### config.mk
export PLATFORM = sky130hd
export DESIGN_NAME = dma_rd_top
export DESIGN_NICKNAME = d
export VERILOG_FILES = /design/src/common/dma_rd_pkg.sv /design/src/hdl/dma_rd_top.sv /design/src/hdl/sync_fifo.sv /design/src/rd_addr/ar_issue.sv /design/src/rd_addr/rr_arbiter.sv /design/src/rd_chan/chan_ctrl.sv /design/src/rd_data/rdata_router.sv
export SDC_FILE = /design/constraint.sdc
export NUM_CORES = 2
export LEC_CHECK = 0
export BUFFER_PORTS_ARGS = -buffer_cell sky130_fd_sc_hd__buf_4
export CAP_MARGIN = 20
export CORE_MARGIN = 1
export CORE_UTILIZATION = 62
export DETAILED_ROUTE_END_ITERATION = 6
export PLACE_DENSITY = 0.79
export SYNTH_ARGS = -nofsm -noshare
export SYNTH_HDL_FRONTEND = slang
export SYNTH_SLANG_ARGS = --single-unit
### constraint.sdc
create_clock -name clks -period 9.3 [get_ports clks]
set_input_delay 0.465 -clock clks [delete_from_list [all_inputs] [get_ports clks]]
set_output_delay 0.465 -clock clks [all_outputs]
set_load 0.02 [all_outputs]
### src/common/dma_rd_pkg.sv
`default_nettype none

package dma_rd_pkg;

  //////////////////////////////////////////////////
  // sizes
  //////////////////////////////////////////////////
  localparam int num_ch         = 3;
  localparam int addr_w         = 32;
  localparam int data_w         = 64;
  localparam int id_w           = 4;
  localparam int link_depth_log = 1;
  localparam int pkt_depth_log  = 4;

  // fixed AR burst shape, three beats of 8 bytes
  localparam logic [7:0] burst_len  = 8'd2;
  localparam logic [2:0] beat_size  = 3'd3;
  localparam logic [1:0] burst_incr = 2'b01;

  // RRESP codes that carry good data
  localparam logic [1:0] resp_okay   = 2'b00;
  localparam logic [1:0] resp_exokay = 2'b01;

  //////////////////////////////////////////////////
  // types
  //////////////////////////////////////////////////
  typedef logic [addr_w-1:0] addr_t;
  typedef logic [data_w-1:0] data_t;
  typedef logic [id_w-1:0]   axi_id_t;
  typedef logic [7:0]        frag_cnt_t;
  typedef logic [7:0]        frag_code_t;
  // count in the upper byte, code in the lower byte
  typedef logic [15:0]       ctrl_word_t;
  typedef logic [num_ch-1:0] ch_mask_t;

  // fragment codes
  localparam frag_code_t frag_start = 8'h09;
  localparam frag_code_t frag_mid   = 8'h0b;
  localparam frag_code_t frag_end   = 8'h0d;

  typedef enum logic [1:0] {chan_free, chan_head, chan_link} chan_state_t;
  typedef enum logic {ar_idle, ar_wait} ar_state_t;

endpackage

`default_nettype wire

### src/hdl/dma_rd_top.sv
`timescale 1ns/1ps
`default_nettype none

module dma_rd_top (
  input  logic                                           clks,
  input  logic                                           rst_n,
  // descriptor queue
  input  logic                                           desc_empty,
  input  dma_rd_pkg::addr_t                              desc_addr,
  output logic                                           desc_pop,
  // AXI read address
  output logic                                           arvalid,
  output dma_rd_pkg::addr_t                              araddr,
  output dma_rd_pkg::axi_id_t                            arid,
  output logic [7:0]                                     arlen,
  output logic [2:0]                                     arsize,
  output logic [1:0]                                     arburst,
  input  logic                                           arready,
  // AXI read data
  input  logic                                           rvalid,
  input  dma_rd_pkg::data_t                              rdata,
  input  dma_rd_pkg::axi_id_t                            rid,
  input  logic [1:0]                                     rresp,
  input  logic                                           rlast,
  output logic                                           rready,
  // packet data per channel
  output dma_rd_pkg::data_t [dma_rd_pkg::num_ch-1:0]      pkt_data,
  output dma_rd_pkg::ch_mask_t                           pkt_empty,
  input  dma_rd_pkg::ch_mask_t                           pkt_pop,
  // packet control per channel
  output dma_rd_pkg::ctrl_word_t [dma_rd_pkg::num_ch-1:0] pkt_ctrl,
  output dma_rd_pkg::ch_mask_t                           pkt_ctrl_empty,
  input  dma_rd_pkg::ch_mask_t                           pkt_ctrl_pop
);
  import dma_rd_pkg::*;

  ch_mask_t               req;
  ch_mask_t               gnt;
  ch_mask_t               is_free;
  logic                   ar_fire;
  addr_t [num_ch-1:0]     next_addr;
  addr_t [num_ch-1:0]     head_addr;
  ch_mask_t               pkt_full;
  ch_mask_t               ctrl_full;
  ch_mask_t               pkt_push;
  ch_mask_t               ctrl_push;
  ch_mask_t               link_push;
  ch_mask_t               link_wrap;
  data_t                  pkt_din;
  ctrl_word_t             ctrl_din;
  addr_t                  link_data;

  //////////////////////////////////////////////////
  // read address side
  //////////////////////////////////////////////////
  rr_arbiter arb (
    .clks    (clks),
    .rst_n   (rst_n),
    .req     (req),
    .ar_fire (ar_fire),
    .gnt     (gnt)
  );

  ar_issue issue (
    .clks      (clks),
    .rst_n     (rst_n),
    .gnt       (gnt),
    .next_addr (next_addr),
    .is_free   (is_free),
    .arready   (arready),
    .arvalid   (arvalid),
    .araddr    (araddr),
    .arid      (arid),
    .arlen     (arlen),
    .arsize    (arsize),
    .arburst   (arburst),
    .ar_fire   (ar_fire),
    .desc_pop  (desc_pop)
  );

  //////////////////////////////////////////////////
  // read data side
  //////////////////////////////////////////////////
  rdata_router router (
    .clks      (clks),
    .rst_n     (rst_n),
    .rvalid    (rvalid),
    .rdata     (rdata),
    .rid       (rid),
    .rresp     (rresp),
    .rlast     (rlast),
    .head_addr (head_addr),
    .pkt_full  (pkt_full),
    .ctrl_full (ctrl_full),
    .rready    (rready),
    .pkt_push  (pkt_push),
    .pkt_din   (pkt_din),
    .ctrl_push (ctrl_push),
    .ctrl_din  (ctrl_din),
    .link_push (link_push),
    .link_wrap (link_wrap),
    .link_data (link_data)
  );

  // one controller and one FIFO pair per channel
  for (genvar i = 0; i < num_ch; i++) begin : g_ch
    chan_ctrl #(
      .ch_idx (i)
    ) chan (
      .clks       (clks),
      .rst_n      (rst_n),
      .desc_empty (desc_empty),
      .desc_addr  (desc_addr),
      .gnt_mine   (gnt[i]),
      .ar_fire    (ar_fire),
      .link_push  (link_push[i]),
      .link_wrap  (link_wrap[i]),
      .link_data  (link_data),
      .req        (req[i]),
      .is_free    (is_free[i]),
      .next_addr  (next_addr[i]),
      .head_addr  (head_addr[i])
    );

    sync_fifo #(
      .width     (data_w),
      .depth_log (pkt_depth_log)
    ) pkt_fifo (
      .clks  (clks),
      .rst_n (rst_n),
      .push  (pkt_push[i]),
      .pop   (pkt_pop[i]),
      .din   (pkt_din),
      .dout  (pkt_data[i]),
      .full  (pkt_full[i]),
      .empty (pkt_empty[i])
    );

    sync_fifo #(
      .width     ($bits(ctrl_word_t)),
      .depth_log (pkt_depth_log)
    ) ctrl_fifo (
      .clks  (clks),
      .rst_n (rst_n),
      .push  (ctrl_push[i]),
      .pop   (pkt_ctrl_pop[i]),
      .din   (ctrl_din),
      .dout  (pkt_ctrl[i]),
      .full  (ctrl_full[i]),
      .empty (pkt_ctrl_empty[i])
    );
  end

endmodule

`default_nettype wire

### src/hdl/sync_fifo.sv
`timescale 1ns/1ps
`default_nettype none

module sync_fifo #(
  parameter int width     = 8,
  parameter int depth_log = 2
) (
  input  logic             clks,
  input  logic             rst_n,
  input  logic             push,
  input  logic             pop,
  input  logic [width-1:0] din,
  output logic [width-1:0] dout,
  output logic             full,
  output logic             empty
);

  logic [width-1:0] mem [2**depth_log];
  // one extra bit tells full from empty
  logic [depth_log:0] wptr;
  logic [depth_log:0] rptr;
  logic               do_push;
  logic               do_pop;

  assign do_push = push & ~full;
  assign do_pop  = pop & ~empty;

  assign empty = (wptr == rptr);
  assign full  = (wptr[depth_log] != rptr[depth_log]) &&
                 (wptr[depth_log-1:0] == rptr[depth_log-1:0]);

  // head word shows without a pop
  assign dout = mem[rptr[depth_log-1:0]];

  always_ff @(posedge clks) begin
    if (do_push) begin
      mem[wptr[depth_log-1:0]] <= din;
    end
  end

  always_ff @(posedge clks or negedge rst_n) begin
    if (!rst_n) begin
      wptr <= '0;
      rptr <= '0;
    end else begin
      if (do_push) begin
        wptr <= wptr + 1'b1;
      end
      if (do_pop) begin
        rptr <= rptr + 1'b1;
      end
    end
  end

endmodule

`default_nettype wire

### src/rd_addr/ar_issue.sv
`timescale 1ns/1ps
`default_nettype none

module ar_issue (
  input  logic                                          clks,
  input  logic                                          rst_n,
  input  dma_rd_pkg::ch_mask_t                          gnt,
  input  dma_rd_pkg::addr_t [dma_rd_pkg::num_ch-1:0]    next_addr,
  input  dma_rd_pkg::ch_mask_t                          is_free,
  input  logic                                          arready,
  output logic                                          arvalid,
  output dma_rd_pkg::addr_t                             araddr,
  output dma_rd_pkg::axi_id_t                           arid,
  output logic [7:0]                                    arlen,
  output logic [2:0]                                    arsize,
  output logic [1:0]                                    arburst,
  output logic                                          ar_fire,
  output logic                                          desc_pop
);
  import dma_rd_pkg::*;

  ar_state_t state;
  axi_id_t   sel_id;
  addr_t     sel_addr;

  // index and address of the granted channel
  always_comb begin
    sel_id   = '0;
    sel_addr = next_addr[0];
    for (int i = 0; i < num_ch; i++) begin
      if (gnt[i]) begin
        sel_id   = axi_id_t'(i);
        sel_addr = next_addr[i];
      end
    end
  end

  //////////////////////////////////////////////////
  // address FSM
  //////////////////////////////////////////////////
  always_ff @(posedge clks or negedge rst_n) begin
    if (!rst_n) begin
      state <= ar_idle;
    end else begin
      case (state)
        ar_idle: if (gnt != '0) state <= ar_wait;
        ar_wait: if (arready) state <= ar_idle;
        default: state <= ar_idle;
      endcase
    end
  end

  // fields latched once, stable while arvalid waits
  always_ff @(posedge clks) begin
    if (state == ar_idle && gnt != '0) begin
      araddr <= sel_addr;
      arid   <= sel_id;
    end
  end

  assign arvalid = (state == ar_wait);
  assign ar_fire = arvalid & arready;

  assign arlen   = burst_len;
  assign arsize  = beat_size;
  assign arburst = burst_incr;

  // a free channel just took the queue head
  assign desc_pop = ar_fire & (|(gnt & is_free));

endmodule

`default_nettype wire

### src/rd_addr/rr_arbiter.sv
`timescale 1ns/1ps
`default_nettype none

module rr_arbiter (
  input  logic                 clks,
  input  logic                 rst_n,
  input  dma_rd_pkg::ch_mask_t req,
  input  logic                 ar_fire,
  output dma_rd_pkg::ch_mask_t gnt
);
  import dma_rd_pkg::*;

  axi_id_t  last_id;
  axi_id_t  pick_id;
  ch_mask_t pick;

  // nearest requester after the last winner, wrapping around
  always_comb begin : pick_blk
    int cand;
    pick    = '0;
    pick_id = '0;
    cand    = 0;
    // walk from far to near so the nearest one sticks
    for (int off = num_ch; off >= 1; off--) begin
      cand = (int'(last_id) + off) % num_ch;
      if (req[cand]) begin
        pick       = '0;
        pick[cand] = 1'b1;
        pick_id    = axi_id_t'(cand);
      end
    end
  end

  // grant held until the address handshake
  always_ff @(posedge clks or negedge rst_n) begin
    if (!rst_n) begin
      gnt     <= '0;
      // channel 0 wins first
      last_id <= axi_id_t'(num_ch - 1);
    end else if (ar_fire) begin
      gnt <= '0;
    end else if (gnt == '0 && pick != '0) begin
      gnt     <= pick;
      last_id <= pick_id;
    end
  end

endmodule

`default_nettype wire

### src/rd_chan/chan_ctrl.sv
`timescale 1ns/1ps
`default_nettype none

module chan_ctrl #(
  parameter int ch_idx = 0
) (
  input  logic              clks,
  input  logic              rst_n,
  input  logic              desc_empty,
  input  dma_rd_pkg::addr_t desc_addr,
  input  logic              gnt_mine,
  input  logic              ar_fire,
  input  logic              link_push,
  input  logic              link_wrap,
  input  dma_rd_pkg::addr_t link_data,
  output logic              req,
  output logic              is_free,
  output dma_rd_pkg::addr_t next_addr,
  output dma_rd_pkg::addr_t head_addr
);
  import dma_rd_pkg::*;

  chan_state_t state;
  logic        own_fire;
  logic        link_pop;
  logic        link_empty;
  addr_t       link_head;

  if (ch_idx >= num_ch) begin : g_bad_idx
    $error("chan_ctrl ch_idx out of range");
  end

  assign own_fire = gnt_mine & ar_fire;
  assign is_free  = (state == chan_free);
  // link entry consumed by the burst it addresses
  assign link_pop = own_fire & ~is_free;

  // free channels ask for a descriptor, busy ones for the next link
  assign req       = is_free ? ~desc_empty : ~link_empty;
  assign next_addr = is_free ? desc_addr : link_head;

  //////////////////////////////////////////////////
  // channel FSM
  //////////////////////////////////////////////////
  always_ff @(posedge clks or negedge rst_n) begin
    if (!rst_n) begin
      state <= chan_free;
    end else begin
      case (state)
        chan_free: begin
          if (own_fire) state <= chan_head;
        end
        chan_head: begin
          if (link_wrap) begin
            state <= chan_free;
          end else if (link_push) begin
            state <= chan_link;
          end
        end
        chan_link: begin
          if (link_wrap) state <= chan_free;
        end
        default: state <= chan_free;
      endcase
    end
  end

  // ring head, compared against every link beat
  always_ff @(posedge clks) begin
    if (is_free && own_fire) begin
      head_addr <= desc_addr;
    end
  end

  // at most one link waits here, one burst in flight per channel
  sync_fifo #(
    .width     (addr_w),
    .depth_log (link_depth_log)
  ) link_fifo (
    .clks  (clks),
    .rst_n (rst_n),
    .push  (link_push),
    .pop   (link_pop),
    .din   (link_data),
    .dout  (link_head),
    .full  (),
    .empty (link_empty)
  );

endmodule

`default_nettype wire

### src/rd_data/rdata_router.sv
`timescale 1ns/1ps
`default_nettype none

module rdata_router (
  input  logic                                       clks,
  input  logic                                       rst_n,
  input  logic                                       rvalid,
  input  dma_rd_pkg::data_t                          rdata,
  input  dma_rd_pkg::axi_id_t                        rid,
  input  logic [1:0]                                 rresp,
  input  logic                                       rlast,
  input  dma_rd_pkg::addr_t [dma_rd_pkg::num_ch-1:0] head_addr,
  input  dma_rd_pkg::ch_mask_t                       pkt_full,
  input  dma_rd_pkg::ch_mask_t                       ctrl_full,
  output logic                                       rready,
  output dma_rd_pkg::ch_mask_t                       pkt_push,
  output dma_rd_pkg::data_t                          pkt_din,
  output dma_rd_pkg::ch_mask_t                       ctrl_push,
  output dma_rd_pkg::ctrl_word_t                     ctrl_din,
  output dma_rd_pkg::ch_mask_t                       link_push,
  output dma_rd_pkg::ch_mask_t                       link_wrap,
  output dma_rd_pkg::addr_t                          link_data
);
  import dma_rd_pkg::*;

  ch_mask_t  hit;
  ch_mask_t  in_ring;
  frag_cnt_t frag_cnt [num_ch];
  frag_cnt_t cnt_sel;
  addr_t     head_sel;
  logic      ring_sel;
  logic      resp_ok;
  logic      overflow;
  logic      beat_acc;
  logic      data_acc;
  logic      link_acc;
  logic      wrap;

  //////////////////////////////////////////////////
  // RID decode and per-channel selects
  //////////////////////////////////////////////////
  always_comb begin
    hit      = '0;
    cnt_sel  = '0;
    head_sel = head_addr[0];
    ring_sel = 1'b0;
    for (int i = 0; i < num_ch; i++) begin
      hit[i] = (rid == axi_id_t'(i));
      if (hit[i]) begin
        cnt_sel  = frag_cnt[i];
        head_sel = head_addr[i];
        ring_sel = in_ring[i];
      end
    end
  end

  // error beats are taken and dropped
  assign resp_ok = (rresp == resp_okay) || (rresp == resp_exokay);

  // data beats need room in pkt FIFO, link beats in ctrl FIFO
  assign overflow = resp_ok & (|(hit & (rlast ? ctrl_full : pkt_full)));
  assign rready   = rvalid & ~overflow;

  assign beat_acc = rvalid & rready & resp_ok;
  assign data_acc = beat_acc & ~rlast;
  assign link_acc = beat_acc & rlast;

  // link address back at the head closes the ring
  assign link_data = rdata[addr_w-1:0];
  assign wrap      = (link_data == head_sel);

  assign pkt_push  = data_acc ? hit : '0;
  assign ctrl_push = link_acc ? hit : '0;
  assign link_push = (link_acc & ~wrap) ? hit : '0;
  assign link_wrap = (link_acc & wrap) ? hit : '0;

  assign pkt_din  = rdata;
  assign ctrl_din = {cnt_sel, wrap ? frag_end : (ring_sel ? frag_mid : frag_start)};

  //////////////////////////////////////////////////
  // fragment counters and ring position
  //////////////////////////////////////////////////
  always_ff @(posedge clks or negedge rst_n) begin
    if (!rst_n) begin
      for (int i = 0; i < num_ch; i++) begin
        frag_cnt[i] <= '0;
      end
      in_ring <= '0;
    end else begin
      for (int i = 0; i < num_ch; i++) begin
        if (link_wrap[i]) begin
          frag_cnt[i] <= '0;
          in_ring[i]  <= 1'b0;
        end else begin
          if (pkt_push[i]) begin
            frag_cnt[i] <= frag_cnt[i] + 1'b1;
          end
          // past the first burst from here on
          if (link_push[i]) begin
            in_ring[i] <= 1'b1;
          end
        end
      end
    end
  end

endmodule

`default_nettype wire

Word level (Yosys, flattened, before mapping)
Memory sizes are Yosys's and may differ from the RTL's.
Index checks and enable logic that the tools add are counted.
{ "totals": {"reg_bits": 245, "ram_bits": 4032, "inputBits": 114, "output_inout_bits": 298, "word_cells": 320, "memories": 9} }
{ "op_classes": {"n_addsub": 24, "div": 3, "order_cmp": 6, "eq_ne": 46, "n_mux": 95, "n_bitwise": 63, "reduce_logical": 39} }
{ "mem_list": {"columns": ["name", "words", "width", "read_ports", "rd_clocked_by_memory_dff", "write_ports", "line", "source"], "rows": [
  ["g_ch[0].pkt_fifo.mem", 16, 64, 1, 0, 1, "sync_fifo.sv:18", "logic [width-1:0] mem [2**depth_log];"],
  ["g_ch[1].pkt_fifo.mem", 16, 64, 1, 0, 1, "sync_fifo.sv:18", null],
  ["g_ch[2].pkt_fifo.mem", 16, 64, 1, 0, 1, "sync_fifo.sv:18", null],
  ["g_ch[0].ctrl_fifo.mem", 16, 16, 1, 0, 1, "sync_fifo.sv:18", null],
  ["g_ch[1].ctrl_fifo.mem", 16, 16, 1, 0, 1, "sync_fifo.sv:18", null],
  ["g_ch[2].ctrl_fifo.mem", 16, 16, 1, 0, 1, "sync_fifo.sv:18", null],
  ["3 more memories", null, null, null, null, null, null, null]
]} }
{ "op_table": {"columns": ["operator", "count"], "rows": [
  ["32-bit 2-to-1 mux", 7],
  ["32-bit by 1-bit greater-or-equal comparator with 1-bit output (second input constant)", 3],
  ["32-bit by 4-bit less-than comparator with 1-bit output (second input constant)", 3],
  ["32-bit by 3-bit remainder unit with 32-bit output (second input constant)", 3],
  ["8-bit 2-to-1 mux", 10],
  ["5-bit by 1-bit adder with 5-bit output (second input constant)", 12],
  ["1-bit 2-to-1 mux", 42],
  ["1-bit bitwise AND", 34],
  ["32-bit == test", 1],
  ["5-bit == test", 6],
  ["3-bit 2-to-1 mux", 10],
  ["1-bit NOT", 27],
  ["2-bit 2-to-1 mux", 13],
  ["8-bit by 1-bit adder with 8-bit output (second input constant)", 3],
  ["4-bit == test", 6],
  ["2-bit case mux with 3 select lines", 3],
  ["1-bit logical AND", 17],
  ["2-bit nonzero test", 7],
  ["2-bit by 1-bit adder with 2-bit output (second input constant)", 6],
  ["4-bit 2-to-1 mux", 3],
  ["2-bit inequality test (second input constant)", 6],
  ["4-bit by 2-bit adder with 5-bit output (second input constant)", 2],
  ["1-bit inequality test", 9],
  ["3-bit inequality test (second input constant)", 3],
  ["19 further kinds", 40]
]} }

Logic depth before layout (Yosys ltp)
{ "depth": {"ltp_word": 16, "depth_mapped": 25, "depth_no_buf": 23} }

By module
Synthesis repeated with hierarchy kept, for this count alone.
{ "unflattened": {"cells_unflattened": 8419, "hier_area_um2": 170687.5} }
{ "by_module_without_submodules": {"columns": ["module", "instances", "cells_each", "area_per_inst_um2", "seq_area_each_um2"], "rows": [
  ["sync_fifo (g_ch[0].pkt_fifo ...)", 2, 1780, 39708.1, 30999.7],
  ["sync_fifo (g_ch[2].pkt_fifo)", 1, 1784, 39665.5, 30999.7],
  ["sync_fifo (g_ch[1].ctrl_fifo ...)", 2, 472, 10294.9, 7937.6],
  ["sync_fifo (g_ch[0].ctrl_fifo)", 1, 472, 10292.4, 7937.6],
  ["sync_fifo (g_ch[0].chan.link_fifo ...)", 3, 127, 2566.2, 2021.9],
  ["chan_ctrl", 3, 79, 1497.7, 1011.0],
  ["rdata_router", 1, 557, 4212.8, 675.6],
  ["rr_arbiter", 1, 317, 2386.0, 176.4],
  ["ar_issue", 1, 167, 1933.1, 1046.0]
]} }

Worst setup path before layout
No wires, ideal clock.
{ "synth_timing": {"path_kind": "input-to-reg", "start": "input port rid[0]", "end": "memory g_ch[2].pkt_fifo.mem[1][0] (netlist name) (enable)", "setup_time_ns": 0.565, "arrival_ns": 6.602, "t_required_ns": 8.735, "setup_slack_ns": 2.134, "stages": 10, "n_path_buf": 2, "cell_sequence": "or4b_2 > clkbuf_1 > nor2_1 > nand2_1 > nand3_1 > or3b_2 > nor2_1 > buf_1 > nand2_1 > nor3_1"} }
{ "synth_via": {"elab_chain_len": 13, "word_cells_on_any_way": 15, "cone_classes": "eq/ne (2); mux (3); bitwise (8); reduce/logical (2)"} }
{ "synth_lines": {"columns": ["element", "line", "source"], "rows": [
  ["start, declared", "dma_rd_top.sv:22", "input dma_rd_pkg::axi_id_t rid,"],
  ["4-bit by 1-bit == test with 1-bit output, or another cell as far along", "rdata_router.sv:48", "hit[i] = (rid == axi_id_t'(i));"],
  ["3-bit bitwise AND", "rdata_router.sv:61", "assign overflow = resp_ok & (|(hit & (rlast ? ctrl_full : pkt_full)));"],
  ["3-bit OR reduction", "rdata_router.sv:61", null],
  ["1-bit bitwise AND", "rdata_router.sv:61", null],
  ["1-bit NOT", "rdata_router.sv:62", "assign rready = rvalid & ~overflow;"],
  ["1-bit bitwise AND", "rdata_router.sv:62", null],
  ["1-bit bitwise AND (2 in series)", "rdata_router.sv:64", "assign beat_acc = rvalid & rready & resp_ok;"],
  ["1-bit bitwise AND", "rdata_router.sv:65", "assign data_acc = beat_acc & ~rlast;"],
  ["3-bit 2-to-1 mux *", "rdata_router.sv:72", "assign pkt_push = data_acc ? hit : '0;"],
  ["1-bit bitwise AND *", "sync_fifo.sv:25", "assign do_push = push & ~full;"],
  ["1-bit 2-to-1 mux *", "sync_fifo.sv:36", "if (do_push) begin"],
  ["1-bit 2-to-1 mux (not written as such) *", "sync_fifo.sv:37", "mem[wptr[depth_log-1:0]] <= din;"],
  ["end, declared", "sync_fifo.sv:18", null]
]} }
Mark *: on every way between the ends. The rest lies on a longest branch, timed or not.

Worst setup path in the final report
{ "layout_timing": {"start": "register arb.last_id[2]", "end": "register arb.last_id[0]"} }
{ "layout_via": {"elab_chain_len": 12, "word_cells_on_any_way": 39, "cone_classes": "add/sub (3); div (3); order compare (6); mux (21); reduce/logical (6)"} }
{ "layout_lines": {"columns": ["element", "line", "source"], "rows": [
  ["start, declared", "rr_arbiter.sv:13", "axi_id_t last_id;"],
  ["start signal, assigned", "rr_arbiter.sv:39", "last_id <= axi_id_t'(num_ch - 1);"],
  ["start signal, assigned", "rr_arbiter.sv:44", "last_id <= pick_id;"],
  ["4-bit by 2-bit adder with 5-bit output", "rr_arbiter.sv:25", "cand = (int'(last_id) + off) % num_ch;"],
  ["32-bit by 3-bit remainder unit with 32-bit output", "rr_arbiter.sv:25", null],
  ["32-bit by 1-bit greater-or-equal comparator with 1-bit output (not written as such) / 32-bit by 4-bit less-than comparator with 1-bit output (equally long branches)", "rr_arbiter.sv:28", "pick[cand] = 1'b1;"],
  ["1-bit logical AND (not written as such)", "rr_arbiter.sv:28", null],
  ["1-bit 2-to-1 mux (not written as such)", "rr_arbiter.sv:28", null],
  ["1-bit demux with 2-bit select", null, null],
  ["3-bit 2-to-1 mux (3 in series)", "rr_arbiter.sv:26", "if (req[cand]) begin"],
  ["3-bit nonzero test", "rr_arbiter.sv:42", "end else if (gnt == '0 && pick != '0) begin"],
  ["1-bit logical AND", "rr_arbiter.sv:42", null],
  ["2-bit AND reduction (no source line)", null, null]
]} }
Parallel ways exist; a longest one is shown, timed or not. The select of a mux whose other input is x is not followed.
A chain may end at the register's enable or synchronous reset.

==> out/metrics.yaml <==
p_per_area_nw_per_um2: 299
worstReg2RegEnd: "arb.last_id[0]"
muxShareOfSynthArea: 0.170
min_path_type: "primary input to flip-flop"
grt_usage: 0.342
combPwrFrac: 0.305
antenna_found_initial: 16
finalClockSkew_ns: 0.0811
hold_viol: 0
synth_compound_area_frac: 0.0155
postSynth.asyncResetShare: 0.0283
clock_path_buffers: 4
syn_avg_cell_area_um2: 22.7
ios: 412
total_power_mw: 52.5
num_vias: 78100
numCtsBuffers: 395
synth_largest_area_cell: "edfxtp_1"
start_util: 0.626
grt_overflow: 0
grt_pass1_vias: 79500
grt_start_max_net_pins: 145
synth_most_common_cell: "edfxtp_1"
netlist_top_cells_count: "edfxtp_1, mux4_2, clkbuf_1"
die_y_um: 501
crit_path_max_fanout: 18
setup.worst_path.start_class: "flip-flop"
yosys.area_share.adder: 0.00414
clock_sinks: 3987
final_core_util: 0.711
required_ns: 10.18
ir_worst_vdd_v: 0.000308
synth_top_area_frac: 0.754
drive_above_1_share: 0.302
arrival_ns: 7.27
synth_warnings: 0
maxSlewViolCount: 0
tightestPinTransition_ns: 1.26
startpoint: "arb.last_id[2]"
crit_path_end: "arb.last_id[0]"
synth-simple-area-share: 0.0176
hpwl_mm: 206
finalNetCount: 7637
grt_setup_unrepaired: "false"
ys_ff_latch: 3987
p_int_mw: 36.1
wl_per_cell_um: 38.3
clk_latency_ns: 1.00
synth_top_family_by_area: "multiplexers"
synthTopCellsByArea: "edfxtp_1, mux4_2, dfrtp_1"
final_antenna_net_count: 0
yosysUniqueCellTypes: 86
worstReg2RegStart: "arb.last_id[2]"
worst_setup_path_end_kind: "flip-flop"
criticalPathCategory: "flip-flop to flip-flop"
place_area_um2: 162000
p_sw_frac: 0.312
maxCapViolations: 0
die_area_um2: 251000
synth_edf_count: 3874
status: "finished with violations"
violations: "design-rule violations"
ys_seq_area_frac: 0.772
whs_ns: 0.0445
h-tree-depth: 5
port_buffers: 377
finalInstanceArea_um2: 175000
cts_tree: "yes"
clkPwrFrac: 0.301
grt_pass1_wl_mm: 594
cts_resized: 0
routed_wl_mm: 426
synthFlopType: "edfxtp_1"
cts-root-buf: "clkbuf_16"
firstDrtPassIters: 7
fin_crit_sh: 0.688
path_clk_slew_ns: 0.07
drc: 4
instances_no_fill: 11100
fmax_mhz: 156
place_congestion: 0.841
via_per_inst: 7.03
power_leakage_nw: 56.0
core_um2: 247000
r2r_setup_slack_ns: 2.90
fin_tns_setup_ns: 0
placed_cells: 10300
rows: 182
max_slew_margin: 0.162
area_growth_pct: 13.6
min_period_ns: 6.40
dpl_worst_slack_ns: 3.05
drt_iter0_drc: 11800
dieWidth_um: 501
syn_area_um2: 154000
finalSetupViolations: 0
p_sw_mw: 16.4
seq_power_share: 0.394
setup_ws_ns: 2.90
synth_xor_area_frac: 0.00851
reg2reg_depth: 19
synthCells: 6809
==> final cells by class <==
class	instances	area, um2
multi-input combinational	2403	34000
antenna	13	32.5
clock inverter	225	2080
inverter	43	161
timing repair buffer	642	5310
clock buffer	485	10400
sequential	3987	119000
tap	3312	4140
fill	13500	71300
==> sequential cells by signal, indices dropped and copies added, names as in the netlist, 15 cells and up <==
signal,flops
g_ch.ctrl_fifo.mem,480
router.frag_cnt,24
g_ch.chan.head_addr,96
g_ch.ctrl_fifo.wptr,15
g_ch.pkt_fifo.rptr,15
g_ch.pkt_fifo.wptr,15
issue.araddr,32
g_ch.ctrl_fifo.rptr,15
g_ch.pkt_fifo.mem,3072
g_ch.chan.link_fifo.mem,192
==> worst min path at each step <==
stage                              start                           to  slack [ns]  cells after the start
2_1_floorplan                      rst_n                   arb.gnt[0]        0.17                      0
3_3_place_gp       g_ch[0].chan.state[1]        g_ch[0].chan.state[0]        0.47                      1
3_5_place_dp   g_ch[0].ctrl_fifo.wptr[4]    g_ch[0].ctrl_fifo.wptr[4]        0.48                      1
4_1_cts                  pkt_ctrl_pop[1]    g_ch[1].ctrl_fifo.rptr[0]       0.007                      3
5_1_grt                        rdata[28]  g_ch[0].pkt_fifo.mem[3][28]        0.02                      1
6_report                 pkt_ctrl_pop[1]    g_ch[1].ctrl_fifo.rptr[0]        0.04                      3
==> critical path, cell delays in order, from the launching register on <==
cell,delay [ns]
dfrtp_1,0.70
ha_1,0.61
xnor2_2,0.24
inv_2,0.13
ha_1,0.36
a2111oi_0,0.61
nor3b_1,0.18
ha_1,0.36
inv_1,0.15
nand4b_1,0.17
xnor2_1,0.50
inv_1,0.10
ha_1,0.21
a21oi_1,0.15
o31ai_1,0.17
nor3b_4,0.39
mux2i_1,0.21
o41ai_1,0.51
o211a_1,0.33
mux2i_1,0.21
==> logic make-up after synthesis <==
family                     after synthesis
other                                    2
and+or+nand+nor                        574
DFF                                   3987
adders and majority gates               51
muxes                                 1229
AOI/OAI and AO/OA                      367
xor gates and xnor gates               149
buffers and inverters                  450
==> power groups by stage <==
stage	logic (mW)	registers (mW)	clock network [mW]
3_5_place_dp	15.4	21.1	0
2_1_floorplan	10.7	20.5	0
3_3_place_gp	15.3	21.0	0
4_1_cts	15.9	20.7	15.8
6_report	16.0	20.7	15.8
5_1_grt	16.6	20.7	16.5
==> cell usage in the layout (no fill, tap or decap), types with 51 or more instances in the layout <==
cell type	n
edfxtp_1	3874
mux4_2	1110
buf_4	534
clkbuf_16	398
nor2_1	179
nand2_1	137
a21oi_1	112
mux2i_1	111
xnor2_1	97
dfrtp_1	92
clkinv_1	89
dlygate4sd3_1	81
clkbuf_1	76
o21ai_0	73
a211oi_1	69
clkinv_2	66
xor2_1	51
ha_1	51
==> timing repair <==
item / 4_1_cts / 5_1_grt
hold buffers: 81 / 0
buffers inserted: 0 / 0
hold endpoints to repair: 1673 / 0
==> routing by layer <==
| layer | part of all wire | global-route usage | vias to the layer above |
|---|---|---|---|
| li1 | - | - | 29900 |
| met4 | 0.058 | 0.166 | 18 |
| met1 | 0.33 | 0.441 | 40600 |
| met5 | 0.00054 | 0 | - |
| met2 | 0.50 | 0.565 | 6314 |
| met3 | 0.12 | 0.0672 | 1245 |
No activity file was read; power rests on OpenSTA's default activity.
